**config.mk**
```make
export PLATFORM = sky130hd
export DESIGN_NAME = cpu_top
export DESIGN_NICKNAME = d
export VERILOG_FILES = /design/src/hw/cpu_isa_pkg.sv /design/src/hw/cpu_io_pkg.sv /design/src/hw/program_memory.sv /design/src/hw/cpu_core.sv /design/src/hw/output_port.sv /design/src/hw/cpu_top.sv
export SDC_FILE = /design/constraint.sdc
export NUM_CORES = 1
export LEC_CHECK = 0
export BUFFER_PORTS_ARGS = -buffer_cell sky130_fd_sc_hd__buf_2
export CORE_MARGIN = 3
export CORE_UTILIZATION = 60
export DETAILED_ROUTE_END_ITERATION = 7
export HOLD_SLACK_MARGIN = 0.12
export PLACE_DENSITY = 0.77
export SLEW_MARGIN = 20
export SYNTH_ARGS = -nofsm -noshare
export SYNTH_HDL_FRONTEND = slang
export SYNTH_SLANG_ARGS = --single-unit
```
**constraint.sdc**
```tcl
create_clock -name clk -period 6.3 [get_ports clk]
set_input_delay 0.63 -clock clk [delete_from_list [all_inputs] [get_ports clk]]
set_output_delay 0.63 -clock clk [all_outputs]
set_load 0.005 [all_outputs]
```
**src/hw/cpu_isa_pkg.sv**
```systemverilog
`default_nettype none

package cpu_isa_pkg;

  ///////////////////////////////////////////////////
  // Widths
  ///////////////////////////////////////////////////

  localparam int DATA_W     = 8;   // Registers, data pins and instruction words
  localparam int PC_W       = 4;
  localparam int PROG_DEPTH = 16;  // One word per program counter value
  localparam int OPCODE_W   = 4;   // High nibble of an instruction
  localparam int OPERAND_W  = 4;   // Low nibble of an instruction

  ///////////////////////////////////////////////////
  // Opcodes
  ///////////////////////////////////////////////////

  localparam logic [OPCODE_W-1:0] OP_NOP    = 4'd0;
  localparam logic [OPCODE_W-1:0] OP_LDA_LO = 4'd1;
  localparam logic [OPCODE_W-1:0] OP_LDA_HI = 4'd2;
  localparam logic [OPCODE_W-1:0] OP_LDB_LO = 4'd3;
  localparam logic [OPCODE_W-1:0] OP_LDB_HI = 4'd4;
  localparam logic [OPCODE_W-1:0] OP_LDC_LO = 4'd5;
  localparam logic [OPCODE_W-1:0] OP_LDC_HI = 4'd6;
  localparam logic [OPCODE_W-1:0] OP_ADD    = 4'd7;  // C = A + B
  localparam logic [OPCODE_W-1:0] OP_SUB    = 4'd8;  // C = A - B
  localparam logic [OPCODE_W-1:0] OP_MUL    = 4'd9;  // C = A * B, low byte
  localparam logic [OPCODE_W-1:0] OP_OUT    = 4'd10;
  localparam logic [OPCODE_W-1:0] OP_IN     = 4'd11;

  // Register selects for IN and OUT
  localparam logic [OPERAND_W-1:0] SEL_A = 4'd0;
  localparam logic [OPERAND_W-1:0] SEL_B = 4'd1;
  localparam logic [OPERAND_W-1:0] SEL_C = 4'd2;

  // Loads carry a data nibble in the low half
  typedef struct packed {
    logic [OPCODE_W-1:0]  opcode;
    logic [OPERAND_W-1:0] imm;
  } instr_imm_t;

  // IN and OUT carry a register select in the low half
  typedef struct packed {
    logic [OPCODE_W-1:0]  opcode;
    logic [OPERAND_W-1:0] reg_sel;
  } instr_reg_t;

  typedef union packed {
    instr_imm_t imm_view;
    instr_reg_t reg_view;
  } instr_t;

endpackage

`default_nettype wire

```
**src/hw/cpu_io_pkg.sv**
```systemverilog
`default_nettype none

package cpu_io_pkg;

  ///////////////////////////////////////////////////
  // Control field on uio_in
  ///////////////////////////////////////////////////

  localparam int RUN_BIT = 7;  // High while the CPU executes

  // Mode field
  localparam int MODE_HI = 5;
  localparam int MODE_LO = 4;

  localparam logic [MODE_HI-MODE_LO:0] MODE_WRITE = 2'b01;  // Store ui_in into the program

  // Program address used by MODE_WRITE
  localparam int ADDR_HI = 3;
  localparam int ADDR_LO = 0;

endpackage

`default_nettype wire

```
**src/hw/program_memory.sv**
```systemverilog
`default_nettype none

module program_memory
  import cpu_isa_pkg::*;
  import cpu_io_pkg::*;
(
  input  logic              clk,
  input  logic              rst_n,
  input  logic [DATA_W-1:0] ui_in,
  input  logic [DATA_W-1:0] uio_in,
  input  logic [PC_W-1:0]   pc,
  output instr_t            instr
);

  logic [DATA_W-1:0] mem [PROG_DEPTH];

  logic              run;
  logic              wr_en;
  logic [PC_W-1:0]   wr_addr;

  ///////////////////////////////////////////////////
  // Write port from the pins
  ///////////////////////////////////////////////////

  assign run     = uio_in[RUN_BIT];
  assign wr_addr = uio_in[ADDR_HI:ADDR_LO];

  // Loading only happens while stopped
  assign wr_en = !run && (uio_in[MODE_HI:MODE_LO] == MODE_WRITE);

  // Cleared program is all NOP
  always_ff @(posedge clk or negedge rst_n) begin
    if (!rst_n) begin
      mem <= '{default: '0};
    end else if (wr_en) begin
      mem[wr_addr] <= ui_in;
    end
  end

  ///////////////////////////////////////////////////
  // Read port to the core
  ///////////////////////////////////////////////////

  assign instr = instr_t'(mem[pc]);  // Same cycle as pc

  // A running edge must leave the addressed word as it was
  a_no_write_while_run : assert property (
    @(posedge clk) disable iff (!rst_n)
    run |=> mem[$past(wr_addr)] == $past(mem[wr_addr])
  );

endmodule

`default_nettype wire

```
**src/hw/cpu_core.sv**
```systemverilog
`default_nettype none

module cpu_core
  import cpu_isa_pkg::*;
  import cpu_io_pkg::*;
(
  input  logic                 clk,
  input  logic                 rst_n,
  input  logic [DATA_W-1:0]    uio_in,
  input  logic [DATA_W-1:0]    ui_in,
  input  instr_t               instr,
  output logic [PC_W-1:0]      pc,
  output logic [DATA_W-1:0]    reg_a,
  output logic [DATA_W-1:0]    reg_b,
  output logic [DATA_W-1:0]    reg_c,
  output logic                 out_strobe,
  output logic [OPERAND_W-1:0] out_sel
);

  logic                 run;
  logic [OPCODE_W-1:0]  opcode;
  logic [OPERAND_W-1:0] imm;
  logic [OPERAND_W-1:0] reg_sel;
  logic                 out_valid;

  logic [DATA_W-1:0]    alu_sum;
  logic [DATA_W-1:0]    alu_diff;
  logic [DATA_W-1:0]    alu_prod;

  assign run = uio_in[RUN_BIT];

  ///////////////////////////////////////////////////
  // Decode
  ///////////////////////////////////////////////////

  assign opcode  = instr.imm_view.opcode;
  assign imm     = instr.imm_view.imm;      // Loads
  assign reg_sel = instr.reg_view.reg_sel;  // IN and OUT

  // Selects above C are ignored
  assign out_valid = (opcode == OP_OUT) && (reg_sel <= SEL_C);

  // ALU results wrap at 8 bits
  assign alu_sum  = reg_a + reg_b;
  assign alu_diff = reg_a - reg_b;
  assign alu_prod = reg_a * reg_b;  // Low byte of the product

  ///////////////////////////////////////////////////
  // Program counter and registers
  ///////////////////////////////////////////////////

  always_ff @(posedge clk or negedge rst_n) begin
    if (!rst_n) begin
      pc         <= '0;
      reg_a      <= '0;
      reg_b      <= '0;
      reg_c      <= '0;
      out_strobe <= 1'b0;
    end else begin
      out_strobe <= 1'b0;  // One cycle per OUT
      if (run) begin
        pc <= pc + 1'b1;  // Wraps from 15 to 0
        case (opcode)
          OP_NOP:    ;
          OP_LDA_LO: reg_a[OPERAND_W-1:0]      <= imm;
          OP_LDA_HI: reg_a[DATA_W-1:OPERAND_W] <= imm;
          OP_LDB_LO: reg_b[OPERAND_W-1:0]      <= imm;
          OP_LDB_HI: reg_b[DATA_W-1:OPERAND_W] <= imm;
          OP_LDC_LO: reg_c[OPERAND_W-1:0]      <= imm;
          OP_LDC_HI: reg_c[DATA_W-1:OPERAND_W] <= imm;
          OP_ADD:    reg_c <= alu_sum;
          OP_SUB:    reg_c <= alu_diff;
          OP_MUL:    reg_c <= alu_prod;
          OP_OUT:    out_strobe <= out_valid;
          OP_IN: begin
            case (reg_sel)
              SEL_A:   reg_a <= ui_in;
              SEL_B:   reg_b <= ui_in;
              SEL_C:   reg_c <= ui_in;
              default: ;
            endcase
          end
          default: ;  // Opcodes 12 to 15 do nothing
        endcase
      end
    end
  end

  // Select travels with the strobe
  always_ff @(posedge clk or negedge rst_n) begin
    if (!rst_n) begin
      out_sel <= '0;
    end else if (run && out_valid) begin
      out_sel <= reg_sel;
    end
  end

  ///////////////////////////////////////////////////
  // Checks
  ///////////////////////////////////////////////////

  a_pc_hold_when_stopped : assert property (
    @(posedge clk) disable iff (!rst_n)
    !run |=> $stable(pc)
  );

  // Back to back strobes need a new instruction
  a_strobe_single_cycle : assert property (
    @(posedge clk) disable iff (!rst_n)
    out_strobe |=> !out_strobe || (pc != $past(pc))
  );

endmodule

`default_nettype wire

```
**src/hw/output_port.sv**
```systemverilog
`default_nettype none

module output_port
  import cpu_isa_pkg::*;
(
  input  logic                 clk,
  input  logic                 rst_n,
  input  logic [DATA_W-1:0]    reg_a,
  input  logic [DATA_W-1:0]    reg_b,
  input  logic [DATA_W-1:0]    reg_c,
  input  logic                 out_strobe,
  input  logic [OPERAND_W-1:0] out_sel,
  output logic [DATA_W-1:0]    uo_out
);

  logic [DATA_W-1:0] out_mux;

  always_comb begin
    case (out_sel)
      SEL_A:   out_mux = reg_a;
      SEL_B:   out_mux = reg_b;
      SEL_C:   out_mux = reg_c;
      default: out_mux = '0;
    endcase
  end

  // Pins hold the last OUT value
  always_ff @(posedge clk or negedge rst_n) begin
    if (!rst_n) begin
      uo_out <= '0;
    end else if (out_strobe) begin
      uo_out <= out_mux;
    end
  end

  // Core only strobes for A, B or C
  a_strobe_sel_valid : assert property (
    @(posedge clk) disable iff (!rst_n)
    out_strobe |-> out_sel <= SEL_C
  );

endmodule

`default_nettype wire

```
**src/hw/cpu_top.sv**
```systemverilog
`default_nettype none

module cpu_top
  import cpu_isa_pkg::*;
(
  input  logic              clk,
  input  logic              rst_n,
  input  logic [DATA_W-1:0] ui_in,
  input  logic [DATA_W-1:0] uio_in,
  output logic [DATA_W-1:0] uo_out
);

  logic [PC_W-1:0]      pc;
  instr_t               instr;
  logic [DATA_W-1:0]    reg_a;
  logic [DATA_W-1:0]    reg_b;
  logic [DATA_W-1:0]    reg_c;
  logic                 out_strobe;
  logic [OPERAND_W-1:0] out_sel;

  ///////////////////////////////////////////////////
  // Program store, core and output register
  ///////////////////////////////////////////////////

  program_memory program_memory_inst (
    .clk    (clk),
    .rst_n  (rst_n),
    .ui_in  (ui_in),
    .uio_in (uio_in),
    .pc     (pc),
    .instr  (instr)
  );

  cpu_core cpu_core_inst (
    .clk        (clk),
    .rst_n      (rst_n),
    .uio_in     (uio_in),      // Run bit
    .ui_in      (ui_in),       // IN data
    .instr      (instr),
    .pc         (pc),
    .reg_a      (reg_a),
    .reg_b      (reg_b),
    .reg_c      (reg_c),
    .out_strobe (out_strobe),
    .out_sel    (out_sel)
  );

  output_port output_port_inst (
    .clk        (clk),
    .rst_n      (rst_n),
    .reg_a      (reg_a),
    .reg_b      (reg_b),
    .reg_c      (reg_c),
    .out_strobe (out_strobe),
    .out_sel    (out_sel),
    .uo_out     (uo_out)
  );

endmodule

`default_nettype wire

```
==> results by stage, run 1 <==
Outcome:
- The flow ran to the end, and the final reports show no timing, DRC or antenna violations.

Floorplan:
- The die outline area is 17,670 µm².
- The effective utilization at floorplan is 62.44%.
- The die is 132.9 µm tall.
- After floorplanning, the core was sized to cover 15,480 µm².
- In this run the core area contains 45 standard-cell rows.
- In this run the count of I/O pins placed on the die edge is 26.
- The floorplan step set the die width to 132.9 µm.

Logic synthesis:
- The number of synthesized flops with an enable pin is 0.
- For this run, the leading register cell type out of synthesis is dfrtp_1.
- The cell type with the largest total area after synthesis is dfrtp_1.
- By count the netlist is led by dfrtp_1, mux2_2, inv_1.
- In the synthesized netlist the async set-or-reset flop fraction comes to 100.0%.
- The share of the yosys chip area belonging to registers is 43.74%.
- Synthesis produced a netlist whose cell count is 803.
- dfrtp_1 is the most common cell in the netlist.
- Each instance of the synthesized netlist takes up on average 12.04 µm².
- The number of storage elements in the synthesis netlist is 169.
- The number of distinct library cells after synthesis is 61.
- The mapped netlist covers 9668 µm².
- After synthesis, the largest area contributor takes up 43.74% of total cell area.
- For this run, the number of Yosys warnings is 0.
- The number of nets handed over by synthesis was 866.
- In the post-synthesis netlist, the biggest area contributors are dfrtp_1, mux2_2, mux4_2.

Worst setup path:
- The critical-path cell with the highest stage delay is fa_1.
- The largest single stage delay on the critical path is 520 ps.
- The worst setup path is captured at a flip-flop.
- The setup path with the least slack is of type reg -> reg.
- Counting both buffers and inverters, the worst setup path holds a total of 3.
- The critical path launch point type is a flip-flop.
- The critical path goes through inv_1, nor2_1, fa_1, fa_1, ha_1, inv_1, fa_1, inv_1, ha_1, a21o_1, a21oi_1, xnor2_1, xnor2_1, a22oi_1, o211a_1, a21oi_1.
- The data required time at the worst endpoint is 6650 ps.
- The arrival time reported for the critical path endpoint is 4750 ps.
- Among cell families on the critical path, the largest total delay comes from adder cells.
- Along the worst path, the maximum fanout reaches 7.

STA:
- The hold violation total from the final report is 0.
- After layout, the worst path uses 69.73% of the clock period.
- Setup repair after global routing left no endpoint under its margin.
- The worst slack on hold paths is 319.7 ps.
- Measured against its own limit, the worst slew margin works out to 28.06%.
- The number of endpoints failing setup at the final stage is 0.
- The actual transition at the worst max-transition pin is 1075 ps.
- The final max-slew violation count is 0.
- Across the routed clock network, the largest skew measured is 14.34 ps.
- The final sum of negative setup slack is 0 ps.
- After layout, the minimum clock period comes to 4393 ps.
- The highest achievable clock rate is 227.6 MHz.

Global route:
- Entering global routing, the biggest net connects 108 pins.
- The number of antenna violations at the first check in global routing is 0.
- The first global-routing pass estimated 37,160 µm of wire.
- For this run the aggregate overflow at the end of global routing stands at 0.
- The total global-route track usage is 26.99%.
- The via count of the first global-routing pass was 6,930.

Place:
- The final weighted congestion in routability-driven placement is 0.9054.
- Buffers placed on the I/O ports in this run total 24.
- The number of cells after detailed placement is 1,009.
- The wire-length estimate of the detail-placed layout is 15,630 µm.

Final layout:
- The final cell count without fillers is 1,041.
- The filler cells instantiated in the layout total 1,094.
- The area of combinational cells with multiple inputs is 5021 µm².
- The sequential standard cell area is 4230 µm².
- The number of antenna diodes in the final layout is 0.
- The area growth from synthesis to layout is 8.438%.
- The net count of the finished layout is 880.
- The final core utilization is 67.71%.
- The layout cell share with drive strength beyond 1 is 28.67%.

CTS:
- The number of sinks on the clock net is 169.
- The maximum level of the CTS H-tree is 4.
- The root buffer cell chosen for the clock tree is clkbuf_16.
- TritonCTS built the clock tree.
- The number of setup buffers added after CTS is 0.
- The clock-pin slew on the worst setup and hold paths is 70 ps.
- The number of gates given a new drive strength after cts is 0.
- The hold-fix buffer count after cts is 0.
- TritonCTS created 17 clock buffers.
- The clock passes through at most 2 buffers.
- At the later pin of the worst-skew pair, clock insertion delay measures 430 ps.

Drt:
- The post-detailed-route wirelength per cell is 21.81 µm.
- The total detailed-routing wirelength is 22,710 µm.
- The DRC violation count after routing is 0.
- The first routing iteration left 469 violations.
- Once detail routing completed, the nets flagged for antenna violations numbered 0.
- The vias per cell is 6.305.
- Before antenna repair, the detailed router went through 6 iterations.
- The detailed router placed 6,564 vias in this run.

Pwr:
- The static leakage power is 4.917 nW.
- Power spread over the standard cell area amounts to 419.8 nW/µm².
- IR analysis of the VDD net gives a maximum drop of 0.0003495 V.
- The design draws 0.004401 W.

Flow run:
- The tool flagged a number of max-cap violations equal to 0.

Hold path:
- The type of the tightest min-delay check is in -> async.
power by group:
part / switching [W] / total, W / internal [W]
logic: 0.000968 / 0.00177 / 0.000801
registers: 0.000306 / 0.00160 / 0.00129
clock network: 0.000475 / 0.00104 / 0.000563
registers in the layout (all words and copies together), names as in the netlist:
register	cells
cpu_core_inst.reg_b	8
cpu_core_inst.out_sel	4
program_memory_inst.mem	128
cpu_core_inst.reg_a	8
cpu_core_inst.pc	4
cpu_core_inst.out_strobe	1
cpu_core_inst.reg_c	8
output_port_inst.uo_out	8
cells in the final DEF (no fill, tap or decap), types with 3 or more instances in the layout:
master,instances
a22o_1,4
nand2_1,55
and2_1,12
a21oi_1,19
nor3_1,9
mux2i_1,25
or3_1,3
and3b_1,6
nand3_1,3
mux2_2,137
mux4_2,28
dfrtp_1,168
nor3b_1,7
nand2b_1,9
xor2_1,10
clkbuf_16,17
nor2b_1,10
mux2_4,4
nand3b_1,3
a221oi_1,5
inv_8,5
o22ai_1,8
a22oi_1,12
nor2_1,45
o21ai_0,16
a21o_1,5
buf_2,23
inv_1,56
xnor2_1,19
fa_1,14
o21bai_1,7
buf_4,6
ha_1,31
clkinvlp_4,5
cells by family after synthesis:
group                      after synthesis  synth area share [%]
xor gates and xnor gates                29                 2.627
adders and majority gates               45                 6.911
DFF                                    169                 43.74
and+or+nand+nor                        171                 8.736
buffers and inverters                   91                 4.322
AOI/OAI and AO/OA                      104                 7.972
muxes                                  194                 25.69
per-stage QoR:
| stage | area [µm²] | setup WS (ps) |
|---|---|---|
| finish | 10480 | 1907 |
| global route | 10480 | 1756 |
| CTS | 10480 | 1957 |
| detailed placement | 9897 | 2008 |
| global placement | 9897 | 2063 |
| floorplan | 9668 | 2510 |
layout make-up:
class / instances / area share [%]
Multi-Input combinational cell: 543 / 47.89
Sequential cell: 169 / 40.35
Clock buffer: 18 / 4.094
Tap cell: 211 / 2.518
Inverter: 56 / 2.005
Timing Repair Buffer: 30 / 1.635
Clock inverter: 14 / 1.504
path summary, 6_finish.rpt:
kind | startpoint | end | slack (ps) | cells after the start
min in group clk | cpu_core_inst.reg_c[3] | cpu_core_inst.reg_c[3] | 500 | 1
max in group asynchronous | rst_n | cpu_core_inst.pc[0] | 4560 | 2
min reg2reg | cpu_core_inst.reg_c[3] | cpu_core_inst.reg_c[3] | 500 | 1
max | cpu_core_inst.reg_a[0] | cpu_core_inst.reg_c[7] | 1910 | 16
max reg2reg | cpu_core_inst.reg_a[0] | cpu_core_inst.reg_c[7] | 1910 | 16
min | rst_n | program_memory_inst.mem[61] | 320 | 1
layer usage:
layer / global-route usage (%) / vias to the layer above / routed length (µm) / part of all wire, %
li1: - / 2906 / - / -
met1: 34.97 / 3369 / 9419 / 41
met2: 45.63 / 231 / 11640 / 51
met3: 4.411 / 58 / 984 / 4.3
met4: 10.68 / 0 / 668 / 2.9
met5: 0 / - / 0 / 0
No activity file was read; power rests on OpenSTA's default activity.
==> inputs of run 2 (changes only) <==
- CORE_UTILIZATION: 60 -> 57
- clock period: 6.3 -> 3.95 ns (I/O delays scaled with it)
==> run 2 against run 1 <==
Against the previous run:
- flip-flop and latch count stayed put
- first-iteration DRC count is 6.0% higher
- register-to-register slack worse by 1800 ps
- non-clock buffer count is 29 higher
- critical endpoint is now cpu_core_inst.reg_c[6]
- wire length is 5.2% higher
- largest cell class unchanged
==> results by stage, run 2 (synthesis gave the netlist of run 1 again) <==
Worst setup path:
- Counting stages on the worst path, the most repeated cell is fa_1.
- The critical path goes through inv_1, nor2_2, fa_1, inv_2, fa_1, fa_1, fa_2, inv_1, ha_4, buf_4, xnor2_2, a22oi_1, o211ai_1, mux2_2.
- The arrival time reported for the critical path endpoint is 4180 ps.
- In this design, the stage delay of the slowest critical-path cell is 530 ps.
- The worst setup path is captured at a flip-flop.
- The critical-path cell with the highest stage delay is fa_2.
- The worst setup path is of the reg -> reg kind.
- The maximum net fanout on the critical path is 4.
- STA puts the critical path data required time at 4270 ps.
- The worst setup path is launched from a flip-flop.

Drt:
- Wires add up to 23,880 µm.
- The count of nets left with antenna violations once routing finished came out at 0.
- The post-detailed-route wirelength per cell is 22.24 µm.
- The DRC violation count after routing is 0.
- The vias per cell is 6.291.
- Detailed routing inserted a total of 6,757 vias.
- The total iterations of the first detailed-routing run is 7.
- The initial DRC count is 497.

CTS:
- In this run the clock root is driven by a clkbuf_16.
- The clock reaches the later pin of the worst-skew pair after 440 ps.
- The clock tree from TritonCTS is yes.
- The clock net in this run drives a total of 169 sinks.
- The number of clock buffers added by TritonCTS is 17.
- The H-tree was split into 4 levels.
- The maximum number of buffers from clock root to sink is 2.
- The clock-pin slew on the worst setup and hold paths is 70 ps.

Final layout:
- The number of flip-flops in the largest register is 128.
- More flip-flops sit in one register than any other, and that register is program_memory_inst.mem.
- The top cell types in the final layout, fill and taps aside, are dfrtp_1, mux2_2, nand2_1.
- The layout overhead on the synthesized area is 12.79%.
- The layout has 1,208 filler cells.
- The final core utilization is 67.18%.
- 0 antenna diodes ended up in the layout.
- At the end of the flow, the number of nets in the layout was 909.
- The post-route netlist has 33.68% of its cells at a drive strength greater than 1.
- After routing the design area is 10,900 µm².
- The commonest non-fill, non-tap cell in the layout is dfrtp_1.

Place:
- The final weighted congestion in routability-driven placement is 0.9781.
- In this run the tool buffered the top-level ports with 24 buffer cells.
- The detailed placement HPWL is 16,790 µm.
- Once placement finished, the instance area stood at 10,070 µm².
- The setup slack after placement is -135.3 ps.

Outcome:
- The flow ran to the end, and the final reports show no timing, DRC or antenna violations.

Floorplan:
- The number of placement rows is 46.
- The die outline area is 18,560 µm².
- The die is 136.2 µm tall.
- The count of boundary I/O pins is 26.
- The horizontal extent of the die is 136.2 µm.
- The initial utilization of the core area, before any placement, comes to 59.57%.
- The placeable core region is 16,230 µm².

STA:
- Setup violations remaining at the end of the flow were counted as 0.
- For the final database, setup skew stands at 11.82 ps.
- The hold violation total from the final report is 0.
- The post-route fraction of the period consumed by the critical path is 97.63%.
- The worst path needs 3856 ps of the cycle, external delays included.
- The actual transition at the worst max-transition pin is 1056 ps.
- The final max-slew violation count came to 0.
- The worst path setup slack after routing is 93.81 ps.
- The normalized max-slew margin is 29.33%.
- The highest achievable clock rate is 259.3 MHz.

Global route:
- Global routing finished with a remaining overflow of 0.
- The via count of the first global-routing pass is 7,171.
- The maximum number of pins on one net before global-route repair is 110.
- The number of antenna violations at the first check in global routing is 0.
- The wire length of the first global-routing pass is 38,220 µm.
- The total global-route track usage is 27.03%.

Hold path:
- The tightest min-delay check is of the in -> reg type.

Flow run:
- The count of maximum capacitance violations is 0.

Pwr:
- Overall power consumption after layout is estimated at 0.007489 W.
- The power density over the cells is 686.8 nW/µm².
- The static leakage power is 5.128 nW.
- The worst-case IR drop observed on VDD is 0.0004223 V.
## run 2: changes by cell type in the layout (fill, tap and decap cells not counted), sizes merged
cell / before / now
inv: 63 / 61
dlygate4sd3: 0 / 1
bufinv: 1 / 4
clkbuf: 18 / 19
clkinvlp: 5 / 2
buf: 30 / 58
## run 2: worst paths after layout
path | depth (start not counted) | startpoint | slack, ps | endpoint
max in group asynchronous | 3 | rst_n | 2840 | cpu_core_inst.reg_c[1]
min | 3 | uio_in[7] | 390 | cpu_core_inst.pc[2]
min in group asynchronous | 2 | rst_n | 400 | cpu_core_inst.reg_a[3]
min reg2reg | 1 | program_memory_inst.mem[65] | 500 | program_memory_inst.mem[65]
max | 14 | cpu_core_inst.reg_b[2] | 90 | cpu_core_inst.reg_c[6]
max reg2reg | 14 | cpu_core_inst.reg_b[2] | 90 | cpu_core_inst.reg_c[6]
## run 2: through the flow
step	cells	setup TNS (ps)	hold slack, ps
after floorplan	803	0	99.41
after global placement	1034	-4.356	480.1
after detailed placement	1034	-135.3	485.8
after CTS	1069	0	146.1
after global routing	1074	-42.30	404.7
final	1074	0	390.7
## run 2: area by class of cell
class	instances	area [µm²]	area share (%)
multi-input cells	543	5130	47.05
flip-flops and latches	169	4234	38.83
clock buffers	19	442.9	4.062
repair buffers	59	427.9	3.924
well taps	216	270.3	2.478
inverters	56	210.2	1.928
clock inverters	12	188.9	1.733
## run 2: worst max-delay path: cells and delay by family (launching register included)
kind                       cells  cell delay (ps)
xor gates and xnor gates       1              150
adders and majority gates      5             2090
and+or+nand+nor                1               60
DFF                            1              450
AOI/OAI and AO/OA              2              280
buffers and inverters          4              440
muxes                          1              270
## run 2: power by group
| group | leakage, nW | switching, W | total (W) | internal, W |
|---|---|---|---|---|
| Combinational | 2.59 | 0.00172 | 0.00320 | 0.00147 |
| Sequential | 2.23 | 0.000406 | 0.00247 | 0.00206 |
| Clock | 0.304 | 0.000737 | 0.00182 | 0.00109 |
## run 2: layer usage
layer	track usage, %	up-vias	part of all wire, %
li1	-	2945	-
met1	33.94	3491	40
met2	46.18	262	51
met3	4.737	59	5.8
met4	11.65	0	3.3
met5	0	-	0
## run 2: timing repair
item	in CTS	in global routing
pin swaps	5	15
resized for setup	6	21
hold buffers	0	1
buffers inserted	4	3
endpoints found under the hold margin	0	24
setup endpoints to repair	1	2
==> inputs of run 3 (changes only) <==
- CORE_ASPECT_RATIO: not set -> 1.5
==> run 3 against run 2 <==
Against the previous run:
- die area is 0.17% higher
- first-iteration DRC count down 22%
- cell count fell by 0.93%
- maximum frequency grew 0.65%
==> results by stage, run 3 (synthesis gave the netlist of run 1 again) <==
Outcome:
- The flow ran to the end, and the final reports show no timing, DRC or antenna violations.

Final layout:
- The layout overhead on the synthesized area is 11.25%.
- Leaving out fill and tap cells, the most frequent cells in the layout are dfrtp_1, mux2_2, inv_1, nand2_1, nor2_1.
- The number of antenna diodes in the final layout is 0.
- The post-route netlist has 32.40% of its cells at a drive strength greater than 1.
- The commonest non-fill, non-tap cell in the layout is dfrtp_1.
- The area of combinational cells with multiple inputs is 5069 µm².
- More flip-flops sit in one register than any other, and that register is program_memory_inst.mem.
- The register with the most flip-flops in the layout has 128 of them.
- In the final design database the tool counted 908 nets.
- Across the whole layout, storage elements account for 4235 µm².
- The filler cell count is 1,209.
- The finished layout cell area is 10,760 µm².

Worst setup path:
- The reg-to-reg setup timing slack is 120 ps.
- The critical path buffer and inverter count is 2.
- The worst setup path is of the reg -> reg kind.
- The depth of the worst register-to-register path is 15.
- Of all nets on the critical path, the largest fanout is 6.
- Data on the critical path arrives at its endpoint at 4200 ps.
- The critical path launch point type is a flip-flop.
- The signal on the critical path passes through ha_4, fa_1, fa_1, ha_1, inv_1, fa_1, inv_1, ha_1, a21o_1, a21oi_4, xnor2_1, xnor2_1, a22oi_1, o211a_1, a21oi_2.
- On the critical path the largest part of the delay comes from adder cells.
- The largest incremental delay on the critical path is 530 ps.
- In this run the critical register-to-register path is captured at cpu_core_inst.reg_c[7].
- The category of the worst setup path capture point is a flip-flop.
- The critical-path cell with the highest stage delay is fa_1.
- The launch point of the worst reg-to-reg path is cpu_core_inst.reg_b[2].
- The cell type with the highest occurrence count on the critical path is fa_1.
- The data required time at the worst endpoint is 4310 ps.

CTS:
- The insertion delay of the later-clocked pin in the worst-skew pair is 440 ps.
- Buffers inserted during clock tree synthesis total 17.
- The clock-pin slew on the worst setup and hold paths is 70 ps.
- The maximum number of buffers from clock root to sink is 2.
- The number of sinks on the clock net is 169.
- The clock tree from TritonCTS is yes.
- The tree is rooted in a clkbuf_16.
- The H-tree was split into 4 levels.

Pwr:
- The power density over the cells is 675.8 nW/µm².
- The analysis attributes to cell leakage a power of 5.065 nW.
- The maximum VDD drop is 0.0003795 V.

Hold path:
- The path with the worst hold slack has its endpoint at cpu_core_inst.pc[0].
- The worst hold path passes through 2 cells.
- The startpoint of the most critical hold path is uio_in[7].
- The type of the tightest min-delay check is in -> reg.

Drt:
- For this block, the routed nets add up to 23,830 µm of wire.
- The final route contains 6,615 vias.
- The post-detailed-route wirelength per cell is 22.39 µm.
- Before antenna repair, the detailed router went through 5 iterations.
- The DRC violation count after routing is 0.
- The initial DRC count is 387.
- The post-detailed-route count of antenna-violating nets is 0.
- Dividing the detail-routed via count by the number of cells gives 6.217.

Global route:
- For this run, the total global-route usage over all layers was measured as 26.52%.
- The maximum number of pins on one net before global-route repair is 107.
- The number of antenna violations at the first check in global routing is 0.
- In the global route stage, met3 resource usage came out at 3.536%.
- For this run the aggregate overflow at the end of global routing stands at 0.
- The layer with the highest usage is met2.
- The first global-routing pass estimated 37,950 µm of wire.
- In the global route stage, met2 resource usage came out at 48.21%.
- The via count of the first global-routing pass was 7,105.
- Global routing used 29.57% of the available met1 tracks.

STA:
- Headroom to the max-slew limit came out at 24.96%.
- The final sum of negative setup slack is 0 ps.
- The worst clock skew is 15.70 ps.
- The highest achievable clock rate is 261.0 MHz.
- The worst path meets setup with 118.8 ps of slack.
- The number of endpoints failing setup at the final stage is 0.
- In the finished design, the share of the clock period the worst path needs comes to 96.99%.
- The hold violation total from the final report is 0.
- For the pin with the worst max-slew slack, the measured transition is 1117 ps.
- The final max-slew violation count came to 0.
- The final critical-path required period is 3831 ps.

Place:
- The setup slack after placement is -109.6 ps.
- The final weighted congestion in routability-driven placement is 0.9262.
- Detailed placement ended at an HPWL of 17,370 µm.
- The placed instances occupy a cell area of 10,080 µm².
- The count of input and output buffers is 24.

Floorplan:
- The count of boundary I/O pins is 26.
- In this run the vertical extent of the chip is 165.5 µm.
- For this configuration, the core starts out at a cell density of 58.94%.
- The floorplan step set the die width to 112.3 µm.
- The placeable core region is 16,400 µm².
- The die covers 18,590 µm².
- Row generation in the floorplan step produced 57 rows.

Flow run:
- The count of maximum capacitance violations is 0.
## run 3: cell types whose count changed in the layout (fill, tap and decap cells not counted), sizes merged
| cell | change |
|---|---|
| bufinv | -4 |
| clkinv | +3 |
| inv | +3 |
| buf | -1 |
| clkbuf | -1 |
## run 3: per-stage QoR
stage          utilization [%]  std cells  hold WS, ps  total power (W)
3_3_place_gp             61.47       1028        470.5         0.005462
4_1_cts                  65.26       1061        339.6         0.007240
5_1_grt                  65.57       1064        362.8         0.007677
3_5_place_dp             61.47       1028        475.6         0.005552
6_report                 65.57       1064        339.2         0.007269
2_1_floorplan                -        803        99.41         0.004624
## run 3: how the worst max path moves through the flow
| stage | from | end | slack [ps] | cells past startpoint |
|---|---|---|---|---|
| after floorplan | cpu_core_inst.reg_a[1] | cpu_core_inst.reg_c[7] | 160 | 15 |
| after global placement | cpu_core_inst.reg_b[2] | cpu_core_inst.reg_c[7] | -40 | 15 |
| after detailed placement | cpu_core_inst.reg_b[2] | cpu_core_inst.reg_c[7] | -110 | 15 |
| after CTS | cpu_core_inst.reg_b[2] | cpu_core_inst.reg_c[7] | 20 | 15 |
| after global routing | cpu_core_inst.reg_a[1] | cpu_core_inst.reg_c[7] | -0.7 | 16 |
| final | cpu_core_inst.reg_b[2] | cpu_core_inst.reg_c[7] | 120 | 15 |
## run 3: worst register-to-register path: stages (launching register included)
cell,delay [ps]
dfrtp_2,470
ha_4,190
fa_1,370
fa_1,440
ha_1,290
inv_1,50
fa_1,530
inv_1,40
ha_1,300
a21o_1,200
a21oi_4,160
xnor2_1,100
xnor2_1,260
a22oi_1,100
o211a_1,140
a21oi_2,110
## run 3: power by group
part / leakage (nW) / internal [W] / switching, W
registers: 2.23 / 0.00206 / 0.000407
logic: 2.55 / 0.00145 / 0.00171
clock network: 0.283 / 0.000861 / 0.000780
total: 5.07 / 0.00438 / 0.00289
## run 3: metal layers
layer / vias up / share of wire [%]
met1: 3411 / 37
met2: 175 / 54
met4: 0 / 5.9
li1: 2945 / -
met5: - / 0
met3: 84 / 2.7
## run 3: cell type report
cell class | instances | area share, %
well taps | 206 | 2.396
multi-input cells | 543 | 47.13
clock buffers | 18 | 4.083
inverters | 56 | 1.954
clock inverters | 14 | 1.373
flip-flops and latches | 169 | 39.38
repair buffers | 58 | 3.688
## run 3: repair_timing
action	CTS	global route
pin swaps	2	11
setup endpoints to repair	1	2
hold buffers	1	0
hold endpoints to repair	35	0
gates resized for setup	6	8
buffers inserted	0	3
